`src/zxclk_pkg.sv`:
```
`default_nettype none

package zxclk_pkg;

  // Stored PLL option, one of eight speed profiles
  localparam int option_width = 3;

  // Divider value carried by each reconfiguration word
  localparam int div_width = 8;

  // Base divider per option
  // Output n divides by base, 2x base, 4x base, 8x base
  localparam logic [div_width-1:0] option_base_div [8] = '{
    8'd2,
    8'd3,
    8'd4,
    8'd5,
    8'd6,
    8'd7,
    8'd8,
    8'd9
  };

  // Reconfiguration command opcode
  // Write loads one divider, done closes the sequence and starts lock
  typedef enum logic [1:0] {
    drp_write = 2'd0,
    drp_done  = 2'd1
  } drp_op_e;

  // Sequencer FSM
  typedef enum logic [1:0] {
    seq_idle  = 2'd0,
    seq_write = 2'd1,
    seq_done  = 2'd2
  } seq_state_e;

endpackage

`default_nettype wire
```
`src/clock_generator.sv`:
```
`default_nettype none

module clock_generator
  import zxclk_pkg::*;
#(
  parameter int fifo_depth  = 4,
  parameter int lock_cycles = 20
) (
  input  wire logic                    clkin1_buffered,
  input  wire logic                    arst_n,
  input  wire logic [option_width-1:0] pll_option,
  input  wire logic [1:0]              turbo_enable,
  input  wire logic                    cpu_contention,
  output wire logic                    clk_en_out1,
  output wire logic                    clk_en_out2,
  output wire logic                    clk_en_out3,
  output wire logic                    clk_en_out4,
  output wire logic                    cpu_clk_en,
  output wire logic                    cpu_clk_en_plain,
  output wire logic                    srdy,
  output wire logic                    locked
);

  // Sequencer to FIFO
  logic                 wr_en;
  drp_op_e              wr_op;
  logic [1:0]           wr_addr;
  logic [div_width-1:0] wr_data;
  logic                 full;

  // FIFO to divider bank
  logic                 rd_en;
  drp_op_e              rd_op;
  logic [1:0]           rd_addr;
  logic [div_width-1:0] rd_data;
  logic                 empty;

  pll_reconf_sequencer i_sequencer (
    .clkin1_buffered (clkin1_buffered),
    .arst_n          (arst_n),
    .pll_option      (pll_option),
    .full            (full),
    .wr_en           (wr_en),
    .wr_op           (wr_op),
    .wr_addr         (wr_addr),
    .wr_data         (wr_data)
  );

  drp_cmd_fifo #(
    .fifo_depth (fifo_depth)
  ) i_cmd_fifo (
    .clkin1_buffered (clkin1_buffered),
    .arst_n          (arst_n),
    .wr_en           (wr_en),
    .wr_op           (wr_op),
    .wr_addr         (wr_addr),
    .wr_data         (wr_data),
    .rd_en           (rd_en),
    .full            (full),
    .empty           (empty),
    .rd_op           (rd_op),
    .rd_addr         (rd_addr),
    .rd_data         (rd_data)
  );

  pll_divider_bank #(
    .lock_cycles (lock_cycles)
  ) i_divider_bank (
    .clkin1_buffered (clkin1_buffered),
    .arst_n          (arst_n),
    .empty           (empty),
    .rd_op           (rd_op),
    .rd_addr         (rd_addr),
    .rd_data         (rd_data),
    .rd_en           (rd_en),
    .srdy            (srdy),
    .locked          (locked),
    .clk_en_out1     (clk_en_out1),
    .clk_en_out2     (clk_en_out2),
    .clk_en_out3     (clk_en_out3),
    .clk_en_out4     (clk_en_out4)
  );

  // CPU strobe from the three slower outputs
  cpu_clock_select i_cpu_select (
    .clkin1_buffered  (clkin1_buffered),
    .arst_n           (arst_n),
    .turbo_enable     (turbo_enable),
    .cpu_contention   (cpu_contention),
    .clk_en_out2      (clk_en_out2),
    .clk_en_out3      (clk_en_out3),
    .clk_en_out4      (clk_en_out4),
    .cpu_clk_en       (cpu_clk_en),
    .cpu_clk_en_plain (cpu_clk_en_plain)
  );

endmodule

`default_nettype wire

```
`src/cpu_clock_select.sv`:
```
`default_nettype none

module cpu_clock_select (
  input  wire logic       clkin1_buffered,
  input  wire logic       arst_n,
  input  wire logic [1:0] turbo_enable,
  input  wire logic       cpu_contention,
  input  wire logic       clk_en_out2,
  input  wire logic       clk_en_out3,
  input  wire logic       clk_en_out4,
  output logic            cpu_clk_en,
  output logic            cpu_clk_en_plain
);

  logic [1:0] req_sel;
  logic [1:0] act_sel;
  logic       act_valid;
  logic       act_strobe;

  // Source codes
  // 0 is out4, 1 is out3, 2 is out2
  assign req_sel = turbo_enable[1] ? 2'd2 : {1'b0, turbo_enable[0]};

  // Strobe of the source in use
  always_comb begin
    case (act_sel)
      2'd0:    act_strobe = clk_en_out4;
      2'd1:    act_strobe = clk_en_out3;
      default: act_strobe = clk_en_out2;
    endcase
  end

  always_ff @(posedge clkin1_buffered or negedge arst_n) begin
    if (!arst_n) begin
      act_sel          <= 2'd0;
      act_valid        <= 1'b0;
      cpu_clk_en_plain <= 1'b0;
      cpu_clk_en       <= 1'b0;
    end else begin
      // Swap only on an old-source strobe, so no short period
      if (!act_valid || act_strobe) begin
        act_sel   <= req_sel;
        act_valid <= 1'b1;
      end
      cpu_clk_en_plain <= act_valid && act_strobe;
      // Contention holds the CPU
      cpu_clk_en       <= act_valid && act_strobe && !cpu_contention;
    end
  end

endmodule

`default_nettype wire

```
`src/pll_divider_bank.sv`:
```
`default_nettype none

module pll_divider_bank
  import zxclk_pkg::*;
#(
  parameter int lock_cycles = 20
) (
  input  wire logic                 clkin1_buffered,
  input  wire logic                 arst_n,
  input  wire logic                 empty,
  input  wire drp_op_e              rd_op,
  input  wire logic [1:0]           rd_addr,
  input  wire logic [div_width-1:0] rd_data,
  output logic                      rd_en,
  output logic                      srdy,
  output logic                      locked,
  output logic                      clk_en_out1,
  output logic                      clk_en_out2,
  output logic                      clk_en_out3,
  output logic                      clk_en_out4
);

  localparam int lock_width = $clog2(lock_cycles + 1);
  localparam logic [lock_width-1:0] lock_last = lock_width'(lock_cycles - 1);

  logic [3:0][div_width-1:0] div_reg;
  logic [3:0]                strobe;
  logic [lock_width-1:0]     lock_cnt;
  logic                      lock_busy;
  logic                      write_pop;
  logic                      done_pop;
  logic                      lock_end;
  logic                      run;

  // No pops while lock time runs, this is the back-pressure
  assign rd_en     = !empty && !lock_busy;
  assign write_pop = rd_en && (rd_op == drp_write);
  assign done_pop  = rd_en && (rd_op == drp_done);
  assign lock_end  = lock_busy && (lock_cnt == lock_last);
  // Counters run only while locked and no write is landing
  assign run       = locked && !write_pop;

  // Divider values
  always_ff @(posedge clkin1_buffered) begin
    if (write_pop) begin
      div_reg[rd_addr] <= rd_data;
    end
  end

  // Lock timing and ready strobe
  always_ff @(posedge clkin1_buffered or negedge arst_n) begin
    if (!arst_n) begin
      lock_busy <= 1'b0;
      lock_cnt  <= '0;
      locked    <= 1'b0;
      srdy      <= 1'b0;
    end else begin
      srdy <= lock_end;
      if (write_pop) begin
        locked <= 1'b0;
      end else if (lock_end) begin
        locked <= 1'b1;
      end
      if (done_pop) begin
        lock_busy <= 1'b1;
        lock_cnt  <= '0;
      end else if (lock_end) begin
        lock_busy <= 1'b0;
      end else if (lock_busy) begin
        lock_cnt <= lock_cnt + 1'b1;
      end
    end
  end

  // One down-counter per output
  for (genvar ch = 0; ch < 4; ch++) begin : g_channel
    logic [div_width-1:0] cnt;
    logic                 tick;

    always_ff @(posedge clkin1_buffered or negedge arst_n) begin
      if (!arst_n) begin
        cnt  <= '0;
        tick <= 1'b0;
      end else if (lock_end) begin
        // All channels restart together, first tick one cycle after srdy
        cnt  <= '0;
        tick <= 1'b0;
      end else if (!run) begin
        tick <= 1'b0;
      end else if (cnt == '0) begin
        tick <= 1'b1;
        cnt  <= div_reg[ch] - 1'b1;
      end else begin
        tick <= 1'b0;
        cnt  <= cnt - 1'b1;
      end
    end

    assign strobe[ch] = tick;
  end

  assign clk_en_out1 = strobe[0];
  assign clk_en_out2 = strobe[1];
  assign clk_en_out3 = strobe[2];
  assign clk_en_out4 = strobe[3];

  a_srdy_single: assert property (
    @(posedge clkin1_buffered) disable iff (!arst_n)
    srdy |=> !srdy
  );

  a_no_enable_unlocked: assert property (
    @(posedge clkin1_buffered) disable iff (!arst_n)
    !locked |-> (strobe == 4'b0000)
  );

endmodule

`default_nettype wire

```
`src/drp_cmd_fifo.sv`:
```
`default_nettype none

module drp_cmd_fifo
  import zxclk_pkg::*;
#(
  parameter int fifo_depth = 4
) (
  input  wire logic                 clkin1_buffered,
  input  wire logic                 arst_n,
  input  wire logic                 wr_en,
  input  wire drp_op_e              wr_op,
  input  wire logic [1:0]           wr_addr,
  input  wire logic [div_width-1:0] wr_data,
  input  wire logic                 rd_en,
  output logic                      full,
  output logic                      empty,
  output drp_op_e                   rd_op,
  output logic [1:0]                rd_addr,
  output logic [div_width-1:0]      rd_data
);

  localparam int ptr_width = $clog2(fifo_depth);
  localparam logic [ptr_width:0] count_max = (ptr_width + 1)'(fifo_depth);

  // Command storage split per field
  drp_op_e              op_mem   [fifo_depth];
  logic [1:0]           addr_mem [fifo_depth];
  logic [div_width-1:0] data_mem [fifo_depth];

  logic [ptr_width-1:0] wr_ptr;
  logic [ptr_width-1:0] rd_ptr;
  logic [ptr_width:0]   count;
  logic                 push;
  logic                 pop;

  assign push = wr_en && !full;
  assign pop  = rd_en && !empty;

  // Level flags straight from occupancy
  assign full  = (count == count_max);
  assign empty = (count == '0);

  // Head word always visible
  assign rd_op   = op_mem[rd_ptr];
  assign rd_addr = addr_mem[rd_ptr];
  assign rd_data = data_mem[rd_ptr];

  always_ff @(posedge clkin1_buffered) begin
    if (push) begin
      op_mem[wr_ptr]   <= wr_op;
      addr_mem[wr_ptr] <= wr_addr;
      data_mem[wr_ptr] <= wr_data;
    end
  end

  // Pointers wrap on power-of-two depth
  always_ff @(posedge clkin1_buffered or negedge arst_n) begin
    if (!arst_n) begin
      wr_ptr <= '0;
      rd_ptr <= '0;
      count  <= '0;
    end else begin
      if (push) begin
        wr_ptr <= wr_ptr + 1'b1;
      end
      if (pop) begin
        rd_ptr <= rd_ptr + 1'b1;
      end
      case ({push, pop})
        2'b10:   count <= count + 1'b1;
        2'b01:   count <= count - 1'b1;
        default: count <= count;
      endcase
    end
  end

  a_no_write_full: assert property (
    @(posedge clkin1_buffered) disable iff (!arst_n)
    wr_en |-> !full
  );

  a_no_read_empty: assert property (
    @(posedge clkin1_buffered) disable iff (!arst_n)
    rd_en |-> !empty
  );

endmodule

`default_nettype wire

```
`src/pll_reconf_sequencer.sv`:
```
`default_nettype none

module pll_reconf_sequencer
  import zxclk_pkg::*;
(
  input  wire logic                    clkin1_buffered,
  input  wire logic                    arst_n,
  input  wire logic [option_width-1:0] pll_option,
  input  wire logic                    full,
  output logic                         wr_en,
  output drp_op_e                      wr_op,
  output logic [1:0]                   wr_addr,
  output logic [div_width-1:0]         wr_data
);

  logic [option_width-1:0] option_stored;
  logic [7:0]              start_chain;
  logic                    start;
  logic                    pending;
  logic [option_width-1:0] seq_option;
  logic [1:0]              word_addr;
  seq_state_e              state;

  // Option register and delayed start chain
  // Reset leaves stage 0 set so a boot sequence runs
  always_ff @(posedge clkin1_buffered or negedge arst_n) begin
    if (!arst_n) begin
      option_stored <= '0;
      start_chain   <= 8'h01;
    end else if (pll_option != option_stored) begin
      option_stored <= pll_option;
      // Restart delay on every change
      start_chain   <= 8'h01;
    end else begin
      start_chain <= {start_chain[6:0], 1'b0};
    end
  end

  // Start strobe from last stage
  assign start = start_chain[7];

  // Push whenever a word is ready and FIFO has room
  assign wr_en   = (state != seq_idle) && !full;
  assign wr_op   = (state == seq_done) ? drp_done : drp_write;
  assign wr_addr = word_addr;
  // Divider n is base shifted left by n
  assign wr_data = (state == seq_write) ? (option_base_div[seq_option] << word_addr) : '0;

  always_ff @(posedge clkin1_buffered or negedge arst_n) begin
    if (!arst_n) begin
      state      <= seq_idle;
      pending    <= 1'b0;
      seq_option <= '0;
      word_addr  <= '0;
    end else begin
      // Remember starts that land mid-sequence
      if (start && (state != seq_idle)) begin
        pending <= 1'b1;
      end
      case (state)
        seq_idle: begin
          if (start || pending) begin
            state      <= seq_write;
            // Latch option so one sequence stays consistent
            seq_option <= option_stored;
            word_addr  <= '0;
            pending    <= 1'b0;
          end
        end
        seq_write: begin
          if (wr_en) begin
            word_addr <= word_addr + 2'd1;
            // Last divider written
            if (word_addr == 2'd3) begin
              state <= seq_done;
            end
          end
        end
        seq_done: begin
          if (wr_en) begin
            state <= seq_idle;
          end
        end
        default: begin
          state <= seq_idle;
        end
      endcase
    end
  end

  // Stalled word stays on the bus until the FIFO takes it
  a_hold_when_full: assert property (
    @(posedge clkin1_buffered) disable iff (!arst_n)
    ((state != seq_idle) && full) |=>
      ($stable(wr_op) && $stable(wr_addr) && $stable(wr_data))
  );

endmodule

`default_nettype wire

```
`config.mk`:
```
export PLATFORM = sky130hd
export DESIGN_NAME = clock_generator
export DESIGN_NICKNAME = d
export VERILOG_FILES = /design/src/zxclk_pkg.sv /design/src/clock_generator.sv /design/src/cpu_clock_select.sv /design/src/pll_divider_bank.sv /design/src/drp_cmd_fifo.sv /design/src/pll_reconf_sequencer.sv
export SDC_FILE = /design/constraint.sdc
export NUM_CORES = 1
export LEC_CHECK = 0
export ABC_AREA = 0
export BUFFER_PORTS_ARGS = -buffer_cell sky130_fd_sc_hd__clkbuf_2
export CORE_MARGIN = 3
export CORE_UTILIZATION = 36
export DETAILED_ROUTE_END_ITERATION = 6
export SYNTH_ARGS = -nofsm -noshare
export SYNTH_HDL_FRONTEND = slang
export SYNTH_SLANG_ARGS = --single-unit
```
`constraint.sdc`:
```
create_clock -name clkin1_buffered -period 3.1 [get_ports clkin1_buffered]
set_input_delay 0.155 -clock clkin1_buffered [delete_from_list [all_inputs] [get_ports clkin1_buffered]]
set_output_delay 0.155 -clock clkin1_buffered [all_outputs]
set_load 0.02 [all_outputs]
```
* Yosys cells after proc, flatten, opt, wreduce, memory -nomap -nowiden
Memories as Yosys holds them, arrays and structs flattened.
Cells that the tools add are included.
** Word-level totals
- Output and inout port bits :: 8
- Register bits :: 107
- Memories :: 4
- Input bits :: 8
- RAM bits :: 44
- Bits in latches :: 0
- Bits in read-only memories :: 64
** Operators by class
- Reductions and logical operators :: 39
- Shifts and indexed selects :: 1
- Add/subtract/negate cells :: 14
- Bitwise gates (word level) :: 1
- $mul :: 0
- Div/mod/pow operators :: 0
- Equal/unequal tests :: 15
- Magnitude comparators :: 3
- Mux-type cells :: 55
** Memory list
- (no name shown) :: depth 8, width 8, rd ports 1, clocked after memory_dff 0, wr ports 0, line pll_reconf_sequencer.sv:47 : assign wr_data = (state == seq_write) ? (option_base_div[seq_option] << word_addr) : '0;
- i_cmd_fifo.data_mem :: depth 4, width 8, rd ports 1, clocked after memory_dff 0, wr ports 1, line drp_cmd_fifo.sv:28 : logic [div_width-1:0] data_mem [fifo_depth];
- i_cmd_fifo.addr_mem :: depth 4, width 2, rd ports 1, clocked after memory_dff 0, wr ports 1, line drp_cmd_fifo.sv:27 : logic [1:0] addr_mem [fifo_depth];
- i_cmd_fifo.op_mem :: depth 4, width 1, rd ports 1, clocked after memory_dff 0, wr ports 1, line drp_cmd_fifo.sv:26 : drp_op_e op_mem [fifo_depth];
** Operators with widths (number)
- two-way mux 8 bit :: 17
- subtractor 8 x 1 -> 8 bit (second input constant) :: 8
- bitwise mux 32 bit :: 1
- zero test 8 bit :: 4
- two-way mux 1 bit :: 22
- demux 8 bit (select 2 bit) :: 1
- two-way mux 5 bit :: 3
- two-way mux 2 bit :: 7
- nonzero test 2 bit :: 7
- logical AND 1 bit :: 12
- == test 2 x 1 -> 1 bit (second input constant) :: 4
- != test 2 x 1 -> 1 bit (second input constant) :: 4
- << shifter 8 x 2 -> 8 bit :: 1
- adder 2 x 1 -> 2 bit (second input constant) :: 3
- == test 2 bit (second input constant) :: 3
- zero test 1 bit :: 6
- zero test 2 bit :: 3
- one-hot mux 2 bit (3 select lines) :: 1
- one-hot mux 3 bit (2 select lines) :: 1
- adder 5 x 1 -> 5 bit (second input constant) :: 1
- == test 5 bit (second input constant) :: 1
- greater-or-equal comparator 4 bit (second input constant) :: 1
- inverter 3 -> 4 bit :: 1
- one-hot mux 2 bit (2 select lines) :: 1
- 13 further kinds :: 15

* Depth between registers and ports, before layout
Gate-level depths: netlist of run 1.
- Depth after elaboration :: 8
- Mapped depth :: 10
- Mapped depth without buffers :: 9

* Cells and area by module
A second synthesis of run 1 with hierarchy kept.
** Unflattened totals
- Cell total of the unflattened synthesis :: 598
- Area total of the unflattened synthesis :: 7449.6 um^2
** By module, submodules not included
- pll_divider_bank :: cells each 396, area an instance 4113.9 um^2, seq. area each 2062.0 um^2, times used 1
- drp_cmd_fifo :: cells each 100, area an instance 2188.3 um^2, seq. area each 1616.6 um^2, times used 1
- pll_reconf_sequencer :: cells each 82, area an instance 905.9 um^2, seq. area each 476.7 um^2, times used 1
- cpu_clock_select :: cells each 20, area an instance 241.5 um^2, seq. area each 125.1 um^2, times used 1

* Worst setup path after synthesis of run 1
Ideal clock, no wire load.
- Kind :: register to register
- Start :: register i_divider_bank.g_channel[2].cnt[6]
- End :: register i_divider_bank.g_channel[2].cnt[6]
- Cell stages (with the launch flop) :: 10
- Arrival :: 2334 ps
- Slack :: 630 ps
- Path buffers :: 0
- Clock period less this slack :: 2470 ps
- Path through :: dfrtp_1 nor4_1 and2_1 a21oi_1 ha_1 or3b_2 nor3_1 and3b_1 o21ai_0 a21oi_1
** Between the ends
- Word-level cells in the longest chain between the ends :: 4
** Ends and longest elaborated chain
- start, declared :: line pll_divider_bank.sv:77 : logic [div_width-1:0] cnt;
- start signal, assigned :: line pll_divider_bank.sv:92 : cnt <= div_reg[ch] - 1'b1;
- start signal, assigned :: line pll_divider_bank.sv:95 : cnt <= cnt - 1'b1;
- subtractor 8 x 1 -> 8 bit / zero test 8 bit (equally long branches) :: line pll_divider_bank.sv:95, pll_divider_bank.sv:90
- two-way mux 8 bit (*) :: line pll_divider_bank.sv:90 : end else if (cnt == '0) begin
- two-way mux 8 bit (*) :: line pll_divider_bank.sv:88 : end else if (!run) begin
- two-way mux 8 bit (*) :: line pll_divider_bank.sv:84 : end else if (lock_end) begin
Mark *: on every way between the ends. The rest lies on a longest branch, timed or not. The select of a mux whose other input is x is not followed.
A chain may end at the register's enable or synchronous reset.

* Worst setup path after layout of run 1
- Start :: register i_divider_bank.g_channel[2].cnt[1]
- End :: register i_divider_bank.g_channel[2].cnt[6]
The elaborated chain is that of the path after synthesis.

==> results of run 1 <==
[routing by layer]
metal	wire length (µm)	part of all wire [%]
met5	0	0
met2	6100	47
met3	650	5.0
met4	337	2.6
met1	5870	45
[power groups by stage]
stage	Combinational [µW]	Clock (µW)	Sequential (µW)
4_1_cts	2530	1970	2510
5_1_grt	2850	2050	2550
2_1_floorplan	1910	0	2490
6_report	2540	1930	2520
3_5_place_dp	2510	0	2550
3_3_place_gp	2460	0	2530
[timing repair]
| item | CTS | global route |
|---|---|---|
| hold buffers | 7 | 0 |
| endpoints found under the hold margin | 72 | 0 |
| gates resized for setup | 0 | 0 |
[worst max-delay path, cell delays in order (launching register included)]
cell and delay [ns]:
dfrtp_1 0.44, nor4_1 0.09, buf_4 0.16, and2_1 0.20
a21oi_1 0.22, ha_1 0.24, or3b_2 0.51, nor3_1 0.24
o21ai_0 0.12, o21ai_0 0.16, a21oi_1 0.08
[cell usage after synthesis, types with 3 or more instances]
cell	number
ha_1	12
nor3b_1	4
or3_1	5
nor2_1	60
nand3_1	14
and2_1	16
o211ai_1	3
edfxtp_1	68
mux2i_1	11
or4_1	4
buf_2	3
nand3b_1	3
nand2_1	48
and3_1	5
a22oi_1	4
clkbuf_1	15
a31oi_1	3
xnor2_1	8
o31ai_1	5
nor3_1	17
and3b_1	3
o21ai_0	25
nor4_1	12
o41ai_1	3
nand4b_1	4
xor2_1	9
a21oi_1	32
nor4b_1	4
a211oi_1	8
or2_2	5
inv_1	12
nand2b_1	10
mux4_2	10
dfrtp_1	74
[cells by family (layout without fill, tap and decap cells)]
| group | Yosys count | after routing | synth area share (%) |
|---|---|---|---|
| AOI/OAI and AO/OA | 102 | 102 | 9.96 |
| xor gates and xnor gates | 17 | 17 | 2.28 |
| adders and majority gates | 13 | 13 | 2.60 |
| buffers and inverters | 31 | 80 | 1.89 |
| DFF | 143 | 143 | 59.9 |
| muxes | 23 | 23 | 5.47 |
| other | 1 | 1 | 0.0573 |
| and+or+nand+nor | 225 | 225 | 17.8 |
[layout make-up]
class	count	area share (%)
well taps	225	3.72
clock inverters	12	1.47
repair buffers	36	3.34
inverters	12	0.595
clock buffers	20	6.03
flip-flops and latches	143	51.8
multi-input cells	381	33.1
[final timing paths]
| check | depth (start not counted) | start | slack, ns | end |
|---|---|---|---|---|
| max | 10 | i_divider_bank.g_channel[2].cnt[1] | 0.51 | i_divider_bank.g_channel[2].cnt[6] |
| max in group asynchronous | 3 | arst_n | 2.06 | i_divider_bank.clk_en_out2 |
| min in group clkin1_buffered | 2 | pll_option[2] | 0.40 | i_sequencer.option_stored[2] |
| min reg2reg | 1 | i_sequencer.start_chain[1] | 0.45 | i_sequencer.start_chain[2] |
| max reg2reg | 10 | i_divider_bank.g_channel[2].cnt[1] | 0.51 | i_divider_bank.g_channel[2].cnt[6] |
| min | 2 | arst_n | 0.39 | i_divider_bank.srdy |
[cell usage in the layout, fill, tap and decap left out, drive strengths merged, types with 4 or more instances in the layout]
master        n
nor4         12
nand3        14
o21ai        27
nor3         18
a22oi         4
and3          5
xnor2         8
buf          15
or4           5
clkbuf       34
nand4b        4
a211oi        8
ha           12
or2           5
and2         16
clkinvlp      6
edfxtp       68
nor2         60
mux4         10
inv          14
o31ai         5
mux2i        11
xor2          9
dlygate4sd3   7
nor3b         4
nor4b         4
nand2b       10
dfrtp        74
or3           5
a21oi        32
nand2        48
[metrics by stage]
stage	cell area [µm²]	hold slack, ns	std cells	setup WS, ns
4_1_cts	7570	0.390	829	0.546
3_3_place_gp	6930	0.290	790	0.637
5_1_grt	7570	0.402	829	0.244
2_1_floorplan	6540	-0.141	555	0.630
3_5_place_dp	6930	0.297	790	0.562
6_report	7570	0.392	829	0.513
==> flow_summary.yaml, run 1 <==
drt:
  drc: 0
  vias_per_cell: 5.31
  detail_route.wl_per_cell_um: 15.6
  drt_wl_total_mm: 13.0
  ant_nets: 0
  drtIter0Drc: 267
  dr.pass1.iters: 6
  vias: 4406
timing:
  hold_viol_final: 0
  fmax_mhz: 387
  slew_viol_final: 0
  finalSetupViolCount: 0
  slew-limit-headroom_pct: 39.2
  setup_tns_ns: 0
  worst_pin_slew_ns: 0.913
  rsz0062_at_grt: "false"
  finalClockSkew_ns: 0.00920
  period_share_pct: 83.4
  layout_min_cycle_time_ns: 2.59
finish:
  syn_to_final_growth_pct: 15.7
  drive_gt1_share_pct: 14.6
  diodes: 0
  fill_cells: 1643
  largest_reg_flops: 32
  fin_nets: 612
  utilization_pct: 43.2
  multi_input_area_mm2: 0.00250
  register_area_mm2: 0.00392
die:
  num_rows: 48
  die_w_um: 141
  io_pins: 16
  initial_core_util_pct: 37.3
  die_y_um: 141
  core_area_mm2: 0.0175
  die_area_mm2: 0.0198
global_route:
  grt_pass1_wl_mm: 21.8
  grt_pass1_vias: 4403
  grt_start_max_net_pins: 69
  use_met2_pct: 21.7
  grt_busiest_layer: "met2"
  grt_usage_pct: 13.9
  grt.met1_usage_pct: 17.8
  grtUsageMet3_pct: 4.17
  grt.overflow.total: 0
  grt_antenna_before_repair: 0
clock_tree:
  cts-buffers-inserted: 17
  cts_sinks: 143
  cts_buffer_depth: 2
  clkTransAtPathRegs_ns: 0.06
  insertion_delay_ns: 0.42
  post_cts_buffers: 0
  cts_tree: "yes"
  cts-root-buf: "clkbuf_16"
  cts_htree_levels: 4
outcome:
  status: "finished clean"
synthesis:
  synth-seq-area-share_pct: 59.9
  synth_edf_count: 68
  yosysUniqueCellTypes: 60
  ys_warn_count: 0
  synth_area_mm2: 0.00654
  synth.avg_cell_area_um2: 11.8
  synthFlopType: "dfrtp_1"
  post-synth-top-area-cell: "edfxtp_1"
  synth.ff_latch_count: 143
  async_flop_share_pct: 52.4
  synth_nets: 576
  netlist_top_cells_area: "edfxtp_1 31%, dfrtp_1 28%, mux4_2 3.4%, nor2_1 3.4%, nand2_1 2.8%"
  synth.top_cell.area_share_pct: 31.2
  synthCells: 555
setup_path:
  end_kind: "flip-flop"
  worstSetupStartpointType: "flip-flop"
  arrival_ns: 2.88
  critPathKind: "flip-flop to flip-flop"
  crit_required_ns: 3.40
  crit_fanout: 7
pwr:
  p_int_uw: 4520
  sw_frac_of_total_pct: 35.3
  pwr-share-comb_pct: 36.3
  power_density_mw_per_mm2: 923
  seqPwrFrac_pct: 36.0
  pwr-share-clk_pct: 27.7
  leakage_uw: 0.00305
  p_sw_uw: 2470
  ir_drop_mv: 0.459
  finalPower_uw: 6990
run:
  drv_cap: 0
hold_path:
  hold_path.class: "primary input to asynchronous set/reset pin"
place:
  place_hpwl_mm: 8.64
  place.gp.congestion: 0.843
  io_buffers: 15
No activity file was read; power rests on OpenSTA's default activity.
==> run 2, diff against run 1 <==
- clock period: 3.1 -> 2.7 ns (I/O delays scaled with it)
==> run 2 against run 1 <==
  * Critical path depth decreased by 1
  * Clock power increased by 20%
  * Sequential share of layout area decreased by 0.40 points
  * Sequential cell count unchanged
  * Non-clock buffer count increased by 3
  * Count of clock-buffer cells in the layout decreased by 1
  * Fmax increased by 6.0%
  * Largest power group unchanged
  * Global-route usage increased by 0.14 points
  * Register-to-register slack got worse by 0.25 ns
  * Final area increased by 0.78%
  * Via count increased by 1.5%
==> flow_summary.yaml, run 2 (same netlist as run 1, synthesis figures left out) <==
finish:
  mostFrequentLayoutCell: "dfrtp_1"
  diodes: 0
  syn_to_final_growth_pct: 16.6
  fin_nets: 615
  utilization_pct: 43.5
  final_cell_mix: "74 x dfrtp_1, 68 x edfxtp_1, 60 x nor2_1"
  drive_gt1_share_pct: 14.2
  largest_reg_flops: 32
run:
  drv_cap: 0
drt:
  vias_per_cell: 5.38
  dr.pass1.iters: 5
  m1WireLength_mm: 5.89
  vias: 4473
  ant_nets: 0
  drt_wl_total_mm: 13.2
  detail_route.wl_per_cell_um: 15.8
  drc: 0
  wl_met2_mm: 6.44
  drtIter0Drc: 249
  routed.top_layer: "met4"
  route.met3.wl_um: 584
place:
  io_buffers: 15
  place_hpwl_mm: 8.76
  place.gp.congestion: 0.866
clock_tree:
  cts_htree_levels: 4
  clkTransAtPathRegs_ns: 0.06
  insertion_delay_ns: 0.42
  cts_tree: "yes"
  cts-root-buf: "clkbuf_16"
  cts_sinks: 143
  cts-buffers-inserted: 17
  cts_buffer_depth: 2
outcome:
  status: "finished clean"
pwr:
  ir_drop_mv: 0.686
  leakage_uw: 0.00309
  power_density_mw_per_mm2: 1080
timing:
  hold_viol_final: 0
  slew_viol_final: 0
  layout_min_cycle_time_ns: 2.44
  slew-limit-headroom_pct: 35.4
  setup_tns_ns: 0
  period_share_pct: 90.4
  fmax_mhz: 410
  rsz0062_at_grt: "false"
  finalClockSkew_ns: 0.00902
  finalSetupViolCount: 0
  worst_pin_slew_ns: 0.968
setup_path:
  r2r_slack_ns: 0.26
  arrival_ns: 2.77
  worstSetupStartpointType: "flip-flop"
  critPathKind: "flip-flop to flip-flop"
  crit_fanout: 6
  r2r_end: "i_divider_bank.g_channel[1].cnt[6]"
  r2r-start: "i_divider_bank.g_channel[1].cnt[5]"
  end_kind: "flip-flop"
  crit_required_ns: 3.03
  r2r_cells: 9
global_route:
  grt_pass1_vias: 4587
  grt.overflow.total: 0
  grt_usage_pct: 14.0
  grt_pass1_wl_mm: 22.2
  grt_antenna_before_repair: 0
  grt_start_max_net_pins: 76
die:
  die_area_mm2: 0.0198
  die_w_um: 141
  initial_core_util_pct: 37.3
  core_area_mm2: 0.0175
  num_rows: 48
  io_pins: 16
  die_y_um: 141
hold_path:
  holdPathEnd: "i_sequencer.option_stored[2]"
  hold_depth: 2
  hold_path.class: "primary input to flip-flop"
  min_from: "pll_option[2]"
[run 2: metrics by stage]
step | setup WS, ns | instance area (µm²) | cells | hold WS (ns) | total power (µW)
after floorplan | 0.230 | 6540 | 555 | -0.161 | 5060
after global placement | 0.361 | 6960 | 792 | 0.269 | 5800
after detailed placement | 0.255 | 6960 | 792 | 0.273 | 5880
after CTS | 0.212 | 7620 | 831 | 0.363 | 8230
after global routing | 0.0464 | 7630 | 831 | 0.381 | 8780
final | 0.260 | 7630 | 831 | 0.384 | 8210
[run 2: timing repair]
action                                  in CTS  in global routing
endpoints found under the setup margin       0                  2
endpoints found under the hold margin       80                  0
setup buffers                                0                  0
hold buffers                                 8                  0
gates resized for setup                      0                  2
[run 2: power breakdown]
| part | total (µW) | internal (µW) | switching (µW) | leakage (µW) |
|---|---|---|---|---|
| Clock | 2310 | 1440 | 874 | 0.000279 |
| Combinational | 3000 | 1330 | 1670 | 0.00115 |
| Sequential | 2890 | 2590 | 301 | 0.00166 |
| Total | 8210 | 5360 | 2840 | 0.00309 |
[run 2: metal layers]
metal,global-route usage (%),vias up
met5,0,-
met2,23.4,111
li1,-,2152
met1,17.0,2187
met3,4.41,23
met4,5.41,0
[run 2: worst max path at each step]
stage / start / endpoint / slack (ns) / cells past startpoint
after floorplan: i_divider_bank.g_channel[2].cnt[6] / i_divider_bank.g_channel[2].cnt[6] / 0.23 / 9
after global placement: i_divider_bank.g_channel[2].cnt[1] / i_divider_bank.g_channel[2].cnt[6] / 0.36 / 9
after detailed placement: i_divider_bank.g_channel[1].cnt[6] / i_divider_bank.g_channel[1].cnt[6] / 0.25 / 9
after CTS: i_divider_bank.g_channel[1].cnt[5] / i_divider_bank.g_channel[1].cnt[6] / 0.21 / 9
after global routing: i_divider_bank.g_channel[1].cnt[5] / i_divider_bank.g_channel[1].cnt[6] / 0.05 / 9
final: i_divider_bank.g_channel[1].cnt[5] / i_divider_bank.g_channel[1].cnt[6] / 0.26 / 9
[run 2: cell type report]
type	count	area [µm²]
tap	225	282
clock buffer	19	433
sequential	143	3920
inverter	12	45.0
clock inverter	12	145
fill	1623	9910
timing repair buffer	39	290
multi-input combinational	381	2510
[run 2: critical path, cell delays in order (launching register included)]
cell     delay, ns
dfrtp_1       0.42
or4_1         0.61
nor3_4        0.30
a21oi_1       0.13
ha_1          0.23
nor3b_1       0.18
nand3_1       0.10
and3_1        0.16
a31oi_1       0.04
o21ai_0       0.18
